## config.mk

```make
export PLATFORM = sky130hd
export DESIGN_NAME = decode_unit
export DESIGN_NICKNAME = d
export VERILOG_FILES = /design/src/verilog/decode_pkg.sv /design/src/verilog/decode_unit.sv /design/src/verilog/decode_stage.sv /design/src/verilog/hazard_timer.sv /design/src/verilog/issue_control.sv /design/src/verilog/branch_agu.sv /design/src/verilog/register_file.sv /design/src/verilog/instr_decoder.sv
export VERILOG_INCLUDE_DIRS = /design/src /design/src/verilog
export SDC_FILE = /design/constraint.sdc
export NUM_CORES = 2
export LEC_CHECK = 0
export BUFFER_PORTS_ARGS = -buffer_cell sky130_fd_sc_hd__buf_4
export CAP_MARGIN = 25
export CORE_AREA = 2 2 380 382
export DETAILED_ROUTE_END_ITERATION = 8
export DIE_AREA = 0 0 382 384
export PLACE_DENSITY_LB_ADDON = 0.12
export SETUP_SLACK_MARGIN = 0.1
export SLEW_MARGIN = 25
export SYNTH_ARGS = -nofsm -noshare
export SYNTH_HDL_FRONTEND = slang
export SYNTH_SLANG_ARGS = --single-unit
```

## constraint.sdc

```tcl
create_clock -name clock -period 9.68 [get_ports clock]
set_clock_uncertainty 0.15 [all_clocks]
set_input_delay 0.968 -clock clock [delete_from_list [all_inputs] [get_ports clock]]
set_output_delay 0.968 -clock clock [all_outputs]
set_load 0.05 [all_outputs]
```

## src/verilog/decode_cfg.svh

```systemverilog
`ifndef DECODE_CFG_SVH
`define DECODE_CFG_SVH

// Data and address width
`define DECODE_XLEN 32

// Architectural registers, x0 included
`define DECODE_NREGS 32

// Cycles a dependent instruction waits behind a load
`define DECODE_LOAD_LAT 2

`endif
```

## src/verilog/decode_pkg.sv

```systemverilog
`default_nettype none
`include "decode_cfg.svh"

package decode_pkg;

    typedef logic [`DECODE_XLEN-1:0]          word_t;
    typedef logic [31:0]                      instr_t;
    typedef logic [$clog2(`DECODE_NREGS)-1:0] reg_addr_t;
    typedef logic [3:0]                       cause_t;
    typedef logic [2:0]                       op_class_t;
    typedef logic [3:0]                       funct_t;   // {funct7[5], funct3}
    typedef logic [6:0]                       opcode_t;

    localparam op_class_t class_alu    = 3'd0;
    localparam op_class_t class_lui    = 3'd1;
    localparam op_class_t class_auipc  = 3'd2;
    localparam op_class_t class_jump   = 3'd3;
    localparam op_class_t class_branch = 3'd4;
    localparam op_class_t class_load   = 3'd5;
    localparam op_class_t class_store  = 3'd6;
    localparam op_class_t class_system = 3'd7;

    localparam opcode_t opc_lui    = 7'b0110111;
    localparam opcode_t opc_auipc  = 7'b0010111;
    localparam opcode_t opc_jal    = 7'b1101111;
    localparam opcode_t opc_jalr   = 7'b1100111;
    localparam opcode_t opc_branch = 7'b1100011;
    localparam opcode_t opc_load   = 7'b0000011;
    localparam opcode_t opc_store  = 7'b0100011;
    localparam opcode_t opc_op_imm = 7'b0010011;
    localparam opcode_t opc_op     = 7'b0110011;
    localparam opcode_t opc_system = 7'b1110011;

    localparam funct_t funct_jal = 4'b1000;  // Tells jal apart from jalr

    localparam cause_t cause_misaligned_fetch = 4'd0;
    localparam cause_t cause_illegal          = 4'd2;
    localparam cause_t cause_breakpoint       = 4'd3;
    localparam cause_t cause_misaligned_load  = 4'd4;
    localparam cause_t cause_misaligned_store = 4'd6;
    localparam cause_t cause_ecall            = 4'd11;

    typedef enum logic [1:0] {
        st_run,
        st_interlock,
        st_trap_wait
    } issue_state_t;

endpackage

`default_nettype wire

```

## src/verilog/decode_unit.sv

```systemverilog
`default_nettype none

module decode_unit (
    input  logic                  clock,
    input  logic                  reset,
    input  logic                  in_valid,
    output logic                  in_ready,
    input  decode_pkg::instr_t    in_instr,
    input  decode_pkg::word_t     in_pc,
    input  logic                  wb_en,
    input  decode_pkg::reg_addr_t wb_addr,
    input  decode_pkg::word_t     wb_data,
    input  logic                  flush,
    output logic                  out_valid,
    input  logic                  out_ready,
    output decode_pkg::word_t     out_pc,
    output decode_pkg::op_class_t out_class,
    output decode_pkg::funct_t    out_funct,
    output decode_pkg::reg_addr_t out_rd,
    output logic                  out_wren,
    output decode_pkg::word_t     out_rdata1,
    output decode_pkg::word_t     out_rdata2,
    output decode_pkg::word_t     out_imm,
    output logic                  out_jump,
    output decode_pkg::word_t     out_target,
    output decode_pkg::word_t     out_mem_addr,
    output logic                  out_exception,
    output decode_pkg::cause_t    out_cause,
    output decode_pkg::word_t     out_tval
);
    import decode_pkg::*;

    reg_addr_t rs1;
    reg_addr_t rs2;
    reg_addr_t rd;
    word_t     imm;
    op_class_t op_class;
    funct_t    funct;
    logic      rden1;
    logic      rden2;
    logic      wren;
    logic      illegal;
    logic      ecall;
    logic      ebreak;
    word_t     rdata1;
    word_t     rdata2;
    logic      jump;
    word_t     target;
    word_t     mem_addr;
    logic      misaligned;
    cause_t    mis_cause;
    logic      accept;
    logic      exception;
    logic      timer_start;
    reg_addr_t timer_rd;
    logic      timer_busy;
    reg_addr_t timer_reg;

    instr_decoder u_decoder (
        .instr(in_instr), .rs1(rs1), .rs2(rs2), .rd(rd), .imm(imm),
        .op_class(op_class), .funct(funct), .rden1(rden1), .rden2(rden2),
        .wren(wren), .illegal(illegal), .ecall(ecall), .ebreak(ebreak)
    );

    register_file u_regfile (
        .clock(clock), .reset(reset), .wb_en(wb_en), .wb_addr(wb_addr),
        .wb_data(wb_data), .raddr1(rs1), .raddr2(rs2),
        .rdata1(rdata1), .rdata2(rdata2)
    );

    branch_agu u_agu (
        .pc(in_pc), .rdata1(rdata1), .rdata2(rdata2), .imm(imm),
        .op_class(op_class), .funct(funct), .jump(jump), .target(target),
        .mem_addr(mem_addr), .misaligned(misaligned), .mis_cause(mis_cause)
    );

    issue_control u_issue (
        .clock(clock), .reset(reset), .in_valid(in_valid), .out_valid(out_valid),
        .out_ready(out_ready), .flush(flush), .op_class(op_class),
        .rden1(rden1), .rden2(rden2), .rs1(rs1), .rs2(rs2), .rd(rd),
        .exception(exception), .timer_busy(timer_busy), .timer_reg(timer_reg),
        .in_ready(in_ready), .accept(accept), .timer_start(timer_start),
        .timer_rd(timer_rd)
    );

    hazard_timer u_timer (
        .clock(clock), .reset(reset), .start(timer_start), .start_rd(timer_rd),
        .clear(flush), .busy(timer_busy), .tracked_rd(timer_reg)
    );

    decode_stage u_stage (
        .clock(clock), .reset(reset), .accept(accept), .flush(flush),
        .out_ready(out_ready), .in_pc(in_pc), .instr(in_instr),
        .op_class(op_class), .funct(funct), .rd(rd), .wren(wren), .imm(imm),
        .illegal(illegal), .ecall(ecall), .ebreak(ebreak),
        .rdata1(rdata1), .rdata2(rdata2), .jump(jump), .target(target),
        .mem_addr(mem_addr), .misaligned(misaligned), .mis_cause(mis_cause),
        .exception(exception), .out_valid(out_valid), .out_pc(out_pc),
        .out_class(out_class), .out_funct(out_funct), .out_rd(out_rd),
        .out_wren(out_wren), .out_rdata1(out_rdata1), .out_rdata2(out_rdata2),
        .out_imm(out_imm), .out_jump(out_jump), .out_target(out_target),
        .out_mem_addr(out_mem_addr), .out_exception(out_exception),
        .out_cause(out_cause), .out_tval(out_tval)
    );

endmodule

`default_nettype wire

```

## src/verilog/decode_stage.sv

```systemverilog
`default_nettype none

module decode_stage (
    input  logic                  clock,
    input  logic                  reset,
    input  logic                  accept,
    input  logic                  flush,
    input  logic                  out_ready,
    input  decode_pkg::word_t     in_pc,
    input  decode_pkg::instr_t    instr,
    input  decode_pkg::op_class_t op_class,
    input  decode_pkg::funct_t    funct,
    input  decode_pkg::reg_addr_t rd,
    input  logic                  wren,
    input  decode_pkg::word_t     imm,
    input  logic                  illegal,
    input  logic                  ecall,
    input  logic                  ebreak,
    input  decode_pkg::word_t     rdata1,
    input  decode_pkg::word_t     rdata2,
    input  logic                  jump,
    input  decode_pkg::word_t     target,
    input  decode_pkg::word_t     mem_addr,
    input  logic                  misaligned,
    input  decode_pkg::cause_t    mis_cause,
    output logic                  exception,
    output logic                  out_valid,
    output decode_pkg::word_t     out_pc,
    output decode_pkg::op_class_t out_class,
    output decode_pkg::funct_t    out_funct,
    output decode_pkg::reg_addr_t out_rd,
    output logic                  out_wren,
    output decode_pkg::word_t     out_rdata1,
    output decode_pkg::word_t     out_rdata2,
    output decode_pkg::word_t     out_imm,
    output logic                  out_jump,
    output decode_pkg::word_t     out_target,
    output decode_pkg::word_t     out_mem_addr,
    output logic                  out_exception,
    output decode_pkg::cause_t    out_cause,
    output decode_pkg::word_t     out_tval
);
    import decode_pkg::*;

    cause_t cause;
    word_t  tval;

    always_comb begin
        exception = 1'b1;
        cause     = cause_illegal;
        tval      = instr;
        if (illegal) begin
            cause = cause_illegal;
        end else if (ebreak) begin
            cause = cause_breakpoint;
        end else if (ecall) begin
            cause = cause_ecall;
        end else if (misaligned) begin
            cause = mis_cause;
            tval  = (mis_cause == cause_misaligned_fetch) ? target : mem_addr;
        end else begin
            exception = 1'b0;
            cause     = '0;
            tval      = '0;
        end
    end

    always_ff @(posedge clock) begin
        if (!reset || flush) begin
            out_valid <= 1'b0;
        end else if (accept) begin
            out_valid <= 1'b1;
        end else if (out_ready) begin
            out_valid <= 1'b0;  // Record taken, nothing new behind it
        end
    end

    always_ff @(posedge clock) begin
        if (accept) begin
            out_pc        <= in_pc;
            out_class     <= op_class;
            out_funct     <= funct;
            out_rd        <= rd;
            out_wren      <= wren && !exception;
            out_rdata1    <= rdata1;
            out_rdata2    <= rdata2;
            out_imm       <= imm;
            out_jump      <= jump && !exception;
            out_target    <= target;
            out_mem_addr  <= mem_addr;
            out_exception <= exception;
            out_cause     <= cause;
            out_tval      <= tval;
        end
    end

endmodule

`default_nettype wire

```

## src/verilog/hazard_timer.sv

```systemverilog
`default_nettype none
`include "decode_cfg.svh"

module hazard_timer (
    input  logic                  clock,
    input  logic                  reset,
    input  logic                  start,
    input  decode_pkg::reg_addr_t start_rd,
    input  logic                  clear,
    output logic                  busy,
    output decode_pkg::reg_addr_t tracked_rd
);
    localparam int cnt_w = $clog2(`DECODE_LOAD_LAT + 1);

    logic [cnt_w-1:0] count;

    always_ff @(posedge clock) begin
        if (!reset || clear) begin
            count      <= '0;
            tracked_rd <= '0;
        end else if (start) begin
            count      <= cnt_w'(`DECODE_LOAD_LAT);  // Restart on a newer load
            tracked_rd <= start_rd;
        end else if (count != '0) begin
            count <= count - 1'b1;
        end
    end

    assign busy = (count != '0);

endmodule

`default_nettype wire

```

## src/verilog/issue_control.sv

```systemverilog
`default_nettype none

module issue_control (
    input  logic                  clock,
    input  logic                  reset,
    input  logic                  in_valid,
    input  logic                  out_valid,
    input  logic                  out_ready,
    input  logic                  flush,
    input  decode_pkg::op_class_t op_class,
    input  logic                  rden1,
    input  logic                  rden2,
    input  decode_pkg::reg_addr_t rs1,
    input  decode_pkg::reg_addr_t rs2,
    input  decode_pkg::reg_addr_t rd,
    input  logic                  exception,
    input  logic                  timer_busy,
    input  decode_pkg::reg_addr_t timer_reg,
    output logic                  in_ready,
    output logic                  accept,
    output logic                  timer_start,
    output decode_pkg::reg_addr_t timer_rd
);
    import decode_pkg::*;

    issue_state_t state;
    issue_state_t state_next;
    logic         live;  // Low through reset
    logic         hazard;
    logic         slot_free;

    assign hazard    = timer_busy && ((rden1 && (rs1 == timer_reg)) ||
                                      (rden2 && (rs2 == timer_reg)));
    assign slot_free = !out_valid || out_ready;
    assign in_ready  = live && !flush && slot_free && !hazard && (state != st_trap_wait);
    assign accept    = in_valid && in_ready;
    assign timer_start = accept && !exception && (op_class == class_load) && (rd != '0);
    assign timer_rd    = rd;

    always_comb begin
        state_next = state;
        if (flush) begin
            state_next = st_run;
        end else if (state != st_trap_wait) begin
            if (accept && exception) begin
                state_next = st_trap_wait;
            end else if (in_valid && hazard) begin
                state_next = st_interlock;
            end else begin
                state_next = st_run;  // Also where an interlock ends
            end
        end
    end

    always_ff @(posedge clock) begin
        if (!reset) begin
            state <= st_run;
            live  <= 1'b0;
        end else begin
            state <= state_next;
            live  <= 1'b1;
        end
    end

endmodule

`default_nettype wire

```

## src/verilog/branch_agu.sv

```systemverilog
`default_nettype none

module branch_agu (
    input  decode_pkg::word_t     pc,
    input  decode_pkg::word_t     rdata1,
    input  decode_pkg::word_t     rdata2,
    input  decode_pkg::word_t     imm,
    input  decode_pkg::op_class_t op_class,
    input  decode_pkg::funct_t    funct,
    output logic                  jump,
    output decode_pkg::word_t     target,
    output decode_pkg::word_t     mem_addr,
    output logic                  misaligned,
    output decode_pkg::cause_t    mis_cause
);
    import decode_pkg::*;

    logic  taken;
    logic  mem_mis;
    logic  is_jalr;
    word_t jalr_sum;

    always_comb begin
        case (funct[2:0])
            3'b000:  taken = (rdata1 == rdata2);
            3'b001:  taken = (rdata1 != rdata2);
            3'b100:  taken = ($signed(rdata1) < $signed(rdata2));
            3'b101:  taken = ($signed(rdata1) >= $signed(rdata2));
            3'b110:  taken = (rdata1 < rdata2);
            3'b111:  taken = (rdata1 >= rdata2);
            default: taken = 1'b0;
        endcase
    end

    assign is_jalr  = (op_class == class_jump) && (funct != funct_jal);
    assign jalr_sum = rdata1 + imm;
    assign jump     = (op_class == class_jump) || ((op_class == class_branch) && taken);
    assign target   = is_jalr ? {jalr_sum[$bits(word_t)-1:1], 1'b0} : pc + imm;
    assign mem_addr = rdata1 + imm;

    always_comb begin
        case (funct[1:0])
            2'b00:   mem_mis = 1'b0;  // Byte
            2'b01:   mem_mis = mem_addr[0];
            default: mem_mis = (mem_addr[1:0] != 2'b00);
        endcase
    end

    always_comb begin
        misaligned = 1'b0;
        mis_cause  = cause_misaligned_fetch;
        if (jump && target[1]) begin
            misaligned = 1'b1;
        end else if ((op_class == class_load) && mem_mis) begin
            misaligned = 1'b1;
            mis_cause  = cause_misaligned_load;
        end else if ((op_class == class_store) && mem_mis) begin
            misaligned = 1'b1;
            mis_cause  = cause_misaligned_store;
        end
    end

endmodule

`default_nettype wire

```

## src/verilog/register_file.sv

```systemverilog
`default_nettype none
`include "decode_cfg.svh"

module register_file (
    input  logic                  clock,
    input  logic                  reset,
    input  logic                  wb_en,
    input  decode_pkg::reg_addr_t wb_addr,
    input  decode_pkg::word_t     wb_data,
    input  decode_pkg::reg_addr_t raddr1,
    input  decode_pkg::reg_addr_t raddr2,
    output decode_pkg::word_t     rdata1,
    output decode_pkg::word_t     rdata2
);
    import decode_pkg::*;

    word_t regs [`DECODE_NREGS];
    logic  wr_live;

    assign wr_live = reset && wb_en && (wb_addr != '0);  // x0 never written

    always_ff @(posedge clock) begin
        if (wr_live) begin
            regs[wb_addr] <= wb_data;
        end
    end

    // New data bypassed to a read in the write cycle
    assign rdata1 = (raddr1 == '0)                   ? '0      :
                    (wr_live && (wb_addr == raddr1)) ? wb_data : regs[raddr1];
    assign rdata2 = (raddr2 == '0)                   ? '0      :
                    (wr_live && (wb_addr == raddr2)) ? wb_data : regs[raddr2];

endmodule

`default_nettype wire

```

## src/verilog/instr_decoder.sv

```systemverilog
`default_nettype none

module instr_decoder (
    input  decode_pkg::instr_t    instr,
    output decode_pkg::reg_addr_t rs1,
    output decode_pkg::reg_addr_t rs2,
    output decode_pkg::reg_addr_t rd,
    output decode_pkg::word_t     imm,
    output decode_pkg::op_class_t op_class,
    output decode_pkg::funct_t    funct,
    output logic                  rden1,
    output logic                  rden2,
    output logic                  wren,
    output logic                  illegal,
    output logic                  ecall,
    output logic                  ebreak
);
    import decode_pkg::*;

    opcode_t    opcode;
    logic [2:0] f3;
    logic [6:0] f7;
    logic       writes_rd;
    word_t      imm_i;

    assign opcode = instr[6:0];
    assign f3     = instr[14:12];
    assign f7     = instr[31:25];
    assign imm_i  = {{20{instr[31]}}, instr[31:20]};

    always_comb begin
        op_class  = class_system;
        imm       = '0;
        funct     = {1'b0, f3};
        rden1     = 1'b0;
        rden2     = 1'b0;
        writes_rd = 1'b0;
        illegal   = 1'b0;
        ecall     = 1'b0;
        ebreak    = 1'b0;
        case (opcode)
            opc_lui, opc_auipc: begin
                op_class  = (opcode == opc_lui) ? class_lui : class_auipc;
                imm       = {instr[31:12], 12'b0};
                writes_rd = 1'b1;
            end
            opc_jal: begin
                op_class  = class_jump;
                imm       = {{12{instr[31]}}, instr[19:12], instr[20], instr[30:21], 1'b0};
                funct     = funct_jal;
                writes_rd = 1'b1;
            end
            opc_jalr: begin
                op_class  = class_jump;
                imm       = imm_i;
                rden1     = 1'b1;
                writes_rd = 1'b1;
                illegal   = (f3 != 3'b000);
            end
            opc_branch: begin
                op_class = class_branch;
                imm      = {{20{instr[31]}}, instr[7], instr[30:25], instr[11:8], 1'b0};
                rden1    = 1'b1;
                rden2    = 1'b1;
                illegal  = (f3[2:1] == 2'b01);
            end
            opc_load: begin
                op_class  = class_load;
                imm       = imm_i;
                rden1     = 1'b1;
                writes_rd = 1'b1;
                illegal   = (f3 == 3'b011) || (f3[2:1] == 2'b11);
            end
            opc_store: begin
                op_class = class_store;
                imm      = {{20{instr[31]}}, instr[31:25], instr[11:7]};
                rden1    = 1'b1;
                rden2    = 1'b1;
                illegal  = f3[2] || (f3[1:0] == 2'b11);
            end
            opc_op_imm: begin
                op_class  = class_alu;
                imm       = imm_i;
                rden1     = 1'b1;
                writes_rd = 1'b1;
                if (f3 == 3'b001) begin
                    illegal = (f7 != 7'b0000000);
                end else if (f3 == 3'b101) begin
                    funct   = {instr[30], f3};  // srli or srai
                    illegal = (f7 != 7'b0000000) && (f7 != 7'b0100000);
                end
            end
            opc_op: begin
                op_class  = class_alu;
                funct     = {instr[30], f3};
                rden1     = 1'b1;
                rden2     = 1'b1;
                writes_rd = 1'b1;
                illegal   = !((f7 == 7'b0000000) ||
                              ((f7 == 7'b0100000) && ((f3 == 3'b000) || (f3 == 3'b101))));
            end
            opc_system: begin
                ecall   = (instr == 32'h0000_0073);
                ebreak  = (instr == 32'h0010_0073);
                illegal = !(ecall || ebreak);  // No CSR access
            end
            default: illegal = 1'b1;
        endcase
    end

    assign wren = writes_rd && !illegal && (instr[11:7] != '0);
    assign rd   = wren ? instr[11:7] : '0;
    assign rs1  = rden1 ? instr[19:15] : '0;  // Unused ports read x0
    assign rs2  = rden2 ? instr[24:20] : '0;

endmodule

`default_nettype wire

```

==> run summary <==
The post-CTS repair timing setup buffer count is 0, and the total core area is 0.143 mm2. Clock tree synthesis inserted a total of 142 buffers. TritonCTS built the clock tree.

The count of filler cells inserted in the layout came out at 12.5k. The run gives 0 as the post-cts repair resize count. Once detail routing completed, the nets flagged for antenna violations numbered 0.

Final hold violation count: 0. The tools report the global-route wire length before repair as 376 mm. Clock-pin slew was measured on the worst setup and hold paths at 0.06 ns.

The run gives 3 as the deepest clock path buffer count. The setup total negative slack is 0 ns, and the maximum vdd drop is 0.000154 V. Combinational cells account for 7.6% of the total power.

The run finished with clean final reports. For this run, the top clock speed supported by timing is 124 MHz. The tools report the count of TritonRoute iterations in the first routing pass as 8. Type of the worst setup path: in -> reg. After detailed routing, the number of remaining DRC violations is 0.

After detailed routing, the average wire length per cell comes to 33.7 um. For the count of hold-fix buffers inserted at cts, the log shows 0. The analysis attributes to cell leakage a power of 26.4 nW. The run gives 352 as the number of ports placed on the die boundary. The number of different library cells used by synthesis comes to 97.

Setup repair after global routing left no endpoint under its margin. The run gives 59.9% as the proportion of synthesized chip area in sequential cells. Global routing consumed, over all layers together, 35.8% of the routing resources.

For the switching component of the power, the log shows 3.03 mW. Type of the tightest min-delay check: in -> reg. From left edge to right edge, the die measures 382 um. The slew at the pin with the worst max-slew slack came out at 1.31 ns. In the synthesized netlist the dominant register cell turns out to be sky130_fd_sc_hd__edfxtp_1. Net switching is 24.1% of the power. Setup violations remaining at the end of the flow were counted as 0. The clock latency reported for the late side of the worst-skew pair was 0.79 ns; the number of nets in the final layout was 6,202.

For this design the ratio of total power to cell area is 169 mW/mm2. The die height came out at 384 um. The tree is rooted in a sky130_fd_sc_hd__clkbuf_16. Once the floorplan was initialized, standard cells occupied 44.7% of the core. Setup slack closes at 1.61 ns. The number of register bits inferred by synthesis came out at 1,278. Across the run, the number of max-cap violations was 0. The number of enable-type register cells in the synthesized netlist was 1,267; the post-synthesis instance area was 0.0638 mm2.

The final weighted congestion in routability-driven placement came out at 0.963. The placed wire-length estimate after detailed placement is 161 mm. The multi-input combinational cells in the finished layout cover a total of 0.0241 mm2. The floorplan has 139 rows. Measured against its own limit, the worst slew margin works out to 12.8%. The H-tree was split into 4 levels. The layout cell share with drive strength beyond 1 is 13.7%.

Relative to the synthesized area, the layout overhead comes to 15.9%. The worst setup timing slack at the placement stage was 1.19 ns. Data on the critical path is required at its endpoint by 10.08 ns. Summed over all layers, the global routing overflow is 0. The number of global-route vias before repair is 49.9k, and the area used by sequential logic in the layout is 0.0383 mm2. The detailed router placed 53.9k vias in this run. The number of violations reported at the end of detailed-routing iteration 0 is 8,532, and the clock power share is 42.8%.

The run gives 270 mm as the final routed wirelength across all metal layers. For the data arrival time of the critical path, the log shows 8.47 ns. The share of async-settable or async-resettable flops after synthesis is 0%. The die covers 0.147 mm2.

The worst setup path is captured at a flip-flop. The Yosys step of the flow raised 0 warnings. In the routed layout, each cell is associated on average with a via count of 6.71. In this run the worst path has a maximum fanout of 105. A synthesized cell averages 11.1 um2. The maximum number of pins on one net before global-route repair came out at 136. The clock net in this run drives a total of 1,278 sinks. The tools report the total count of max-transition violations in the final report as 0. Buffers placed on the I/O ports in this run total 351. Sequential cells burn 49.6% of the power.

The shortest clock period the worst path allows after layout works out to 8.07 ns. Of the available clock period, the critical path in the final layout requires 83.3%. Synthesis produced a netlist whose cell count is 5,755. The initial antenna violation count was 12. The internal power of the cells totals 9.51 mW. The nature of the critical path startpoint is a primary input.
## sequential cells by signal, indices dropped and copies added (netlist names), 5 cells and up
register,count
u_stage.out_tval,32
u_timer.tracked_rd,5
u_stage.out_rdata2,32
u_stage.out_rdata1,32
u_stage.out_pc,32
u_regfile.regs,1024
u_stage.out_target,32
u_stage.out_mem_addr,32
u_stage.out_rd,5
u_stage.out_imm,32
## kinds of logic (layout without fill, tap and decap cells)
| group | after synthesis | in the layout | share of synthesized area (%) |
|---|---|---|---|
| AND/OR/NAND/NOR | 2156 | 2156 | 15.0 |
| buffers and inverters | 526 | 855 | 3.17 |
| XOR/XNOR | 69 | 69 | 0.947 |
| other | 1 | 35 | 0.00587 |
| adder cells (fa/ha/maj) | 92 | 92 | 1.82 |
| flip-flops | 1278 | 1278 | 59.9 |
| multiplexers | 262 | 262 | 4.53 |
| AO/OA/AOI/OAI | 1371 | 1371 | 14.6 |
## cells in the final DEF (no fill, tap or decap), drive strengths merged, types with 70 or more instances in the layout
cell,instances
edfxtp,1267
clkbuf,188
buf,524
mux2i,228
and3,82
a21oi,307
a31oi,150
o21ai,244
a311oi,70
nor2,211
a221oi,142
nand2,1117
nor3,95
nand3,453
a211oi,119
inv,80
ha,91
## cell type report
type,count,share of cell area (%)
flip-flops and latches,1278,51.7
multi-input cells,3982,32.6
repair buffers,525,5.91
clock buffers,187,5.19
well taps,1903,3.22
clock inverters,69,0.930
inverters,74,0.392
diodes,3,0.0101
## synth_stat cells (all sizes together), types with 20 or more instances
cell type | n | share of area, %
xor2 | 21 | 0.29
mux2i | 228 | 3.6
mux4 | 20 | 0.71
xnor2 | 48 | 0.66
nand2 | 1117 | 6.6
a211oi | 119 | 1.4
ha | 91 | 1.8
a21o | 61 | 0.72
a221oi | 142 | 1.9
a21oi | 307 | 2.4
o22ai | 21 | 0.21
a32oi | 37 | 0.51
edfxtp | 1267 | 60
a31oi | 150 | 1.5
o211ai | 29 | 0.34
and2 | 20 | 0.20
nor2 | 211 | 1.2
nand4 | 26 | 0.25
o21ai | 244 | 1.9
nand3 | 453 | 3.6
inv | 73 | 0.43
clkbuf | 365 | 2.1
buf | 87 | 0.59
and3 | 82 | 0.80
o31ai | 20 | 0.24
nor3 | 95 | 0.76
o221ai | 35 | 0.49
or3 | 23 | 0.23
nand2b | 49 | 0.48
nor2b | 26 | 0.25
a311oi | 70 | 0.96
## final timing paths
kind	startpoint	end	slack, ns	depth (start not counted)
worst max-delay path	in_instr[4]	u_stage.out_target[31]	1.61	26
worst min-delay path	reset	u_issue.live	0.19	1
worst max register to register	u_regfile.regs[11][9]	u_stage.out_tval[27]	3.69	24
worst min register to register	u_timer.count[0]	u_timer.count[1]	0.34	2
## worst max-delay path, stage by stage
cell	delay, ns
sky130_fd_sc_hd__buf_4	0.23
sky130_fd_sc_hd__and3b_1	0.40
sky130_fd_sc_hd__o211ai_1	1.01
sky130_fd_sc_hd__buf_12	0.54
sky130_fd_sc_hd__a221oi_1	0.17
sky130_fd_sc_hd__a31oi_1	0.17
sky130_fd_sc_hd__and3_1	0.19
sky130_fd_sc_hd__nor2_1	0.05
sky130_fd_sc_hd__a21oi_1	0.14
sky130_fd_sc_hd__o22ai_1	0.10
sky130_fd_sc_hd__a21oi_1	0.16
sky130_fd_sc_hd__nand2_1	0.07
sky130_fd_sc_hd__a21oi_1	0.85
sky130_fd_sc_hd__ha_1	0.44
sky130_fd_sc_hd__a21o_1	0.19
sky130_fd_sc_hd__a21oi_1	0.19
sky130_fd_sc_hd__nor2_1	0.09
sky130_fd_sc_hd__or2_2	0.31
sky130_fd_sc_hd__nand2_1	0.07
sky130_fd_sc_hd__o211ai_1	0.13
sky130_fd_sc_hd__a211oi_1	0.53
sky130_fd_sc_hd__nor4_2	0.16
sky130_fd_sc_hd__a2111oi_0	0.67
sky130_fd_sc_hd__o21bai_1	0.20
sky130_fd_sc_hd__and2_1	0.19
sky130_fd_sc_hd__o21a_1	0.16
## power by group through the flow
stage               clock [mW]  combinational (mW)  sequential (mW)
floorplan                    0               0.380             6.45
global placement             0               0.930             6.33
CTS                       5.40               0.935             6.21
global route              5.62               0.997             6.21
finish                    5.36               0.957             6.21
detailed placement           0               0.933             6.33
## metal layers
metal	up-vias	global-route usage, %	share of wire (%)
li1	22400	-	-
met1	26500	48.4	38
met2	4095	53.8	44
met3	801	8.00	12
met4	10	19.4	6.0
met5	-	0	0.024
## stage by stage
stage | cell area, um2 | total power, mW | instances | hold slack, ns | utilization, %
global route | 74000 | 12.8 | 8019 | 0.167 | 51.8
global placement | 69400 | 7.26 | 7760 | 0.315 | 48.6
floorplan | 63900 | 6.83 | 5786 | 0.296 | -
detailed placement | 69400 | 7.26 | 7761 | 0.318 | 48.6
CTS | 73900 | 12.6 | 8017 | 0.141 | 51.8
finish | 74000 | 12.5 | 8021 | 0.186 | 51.8
(Power assumes the default switching activity.)
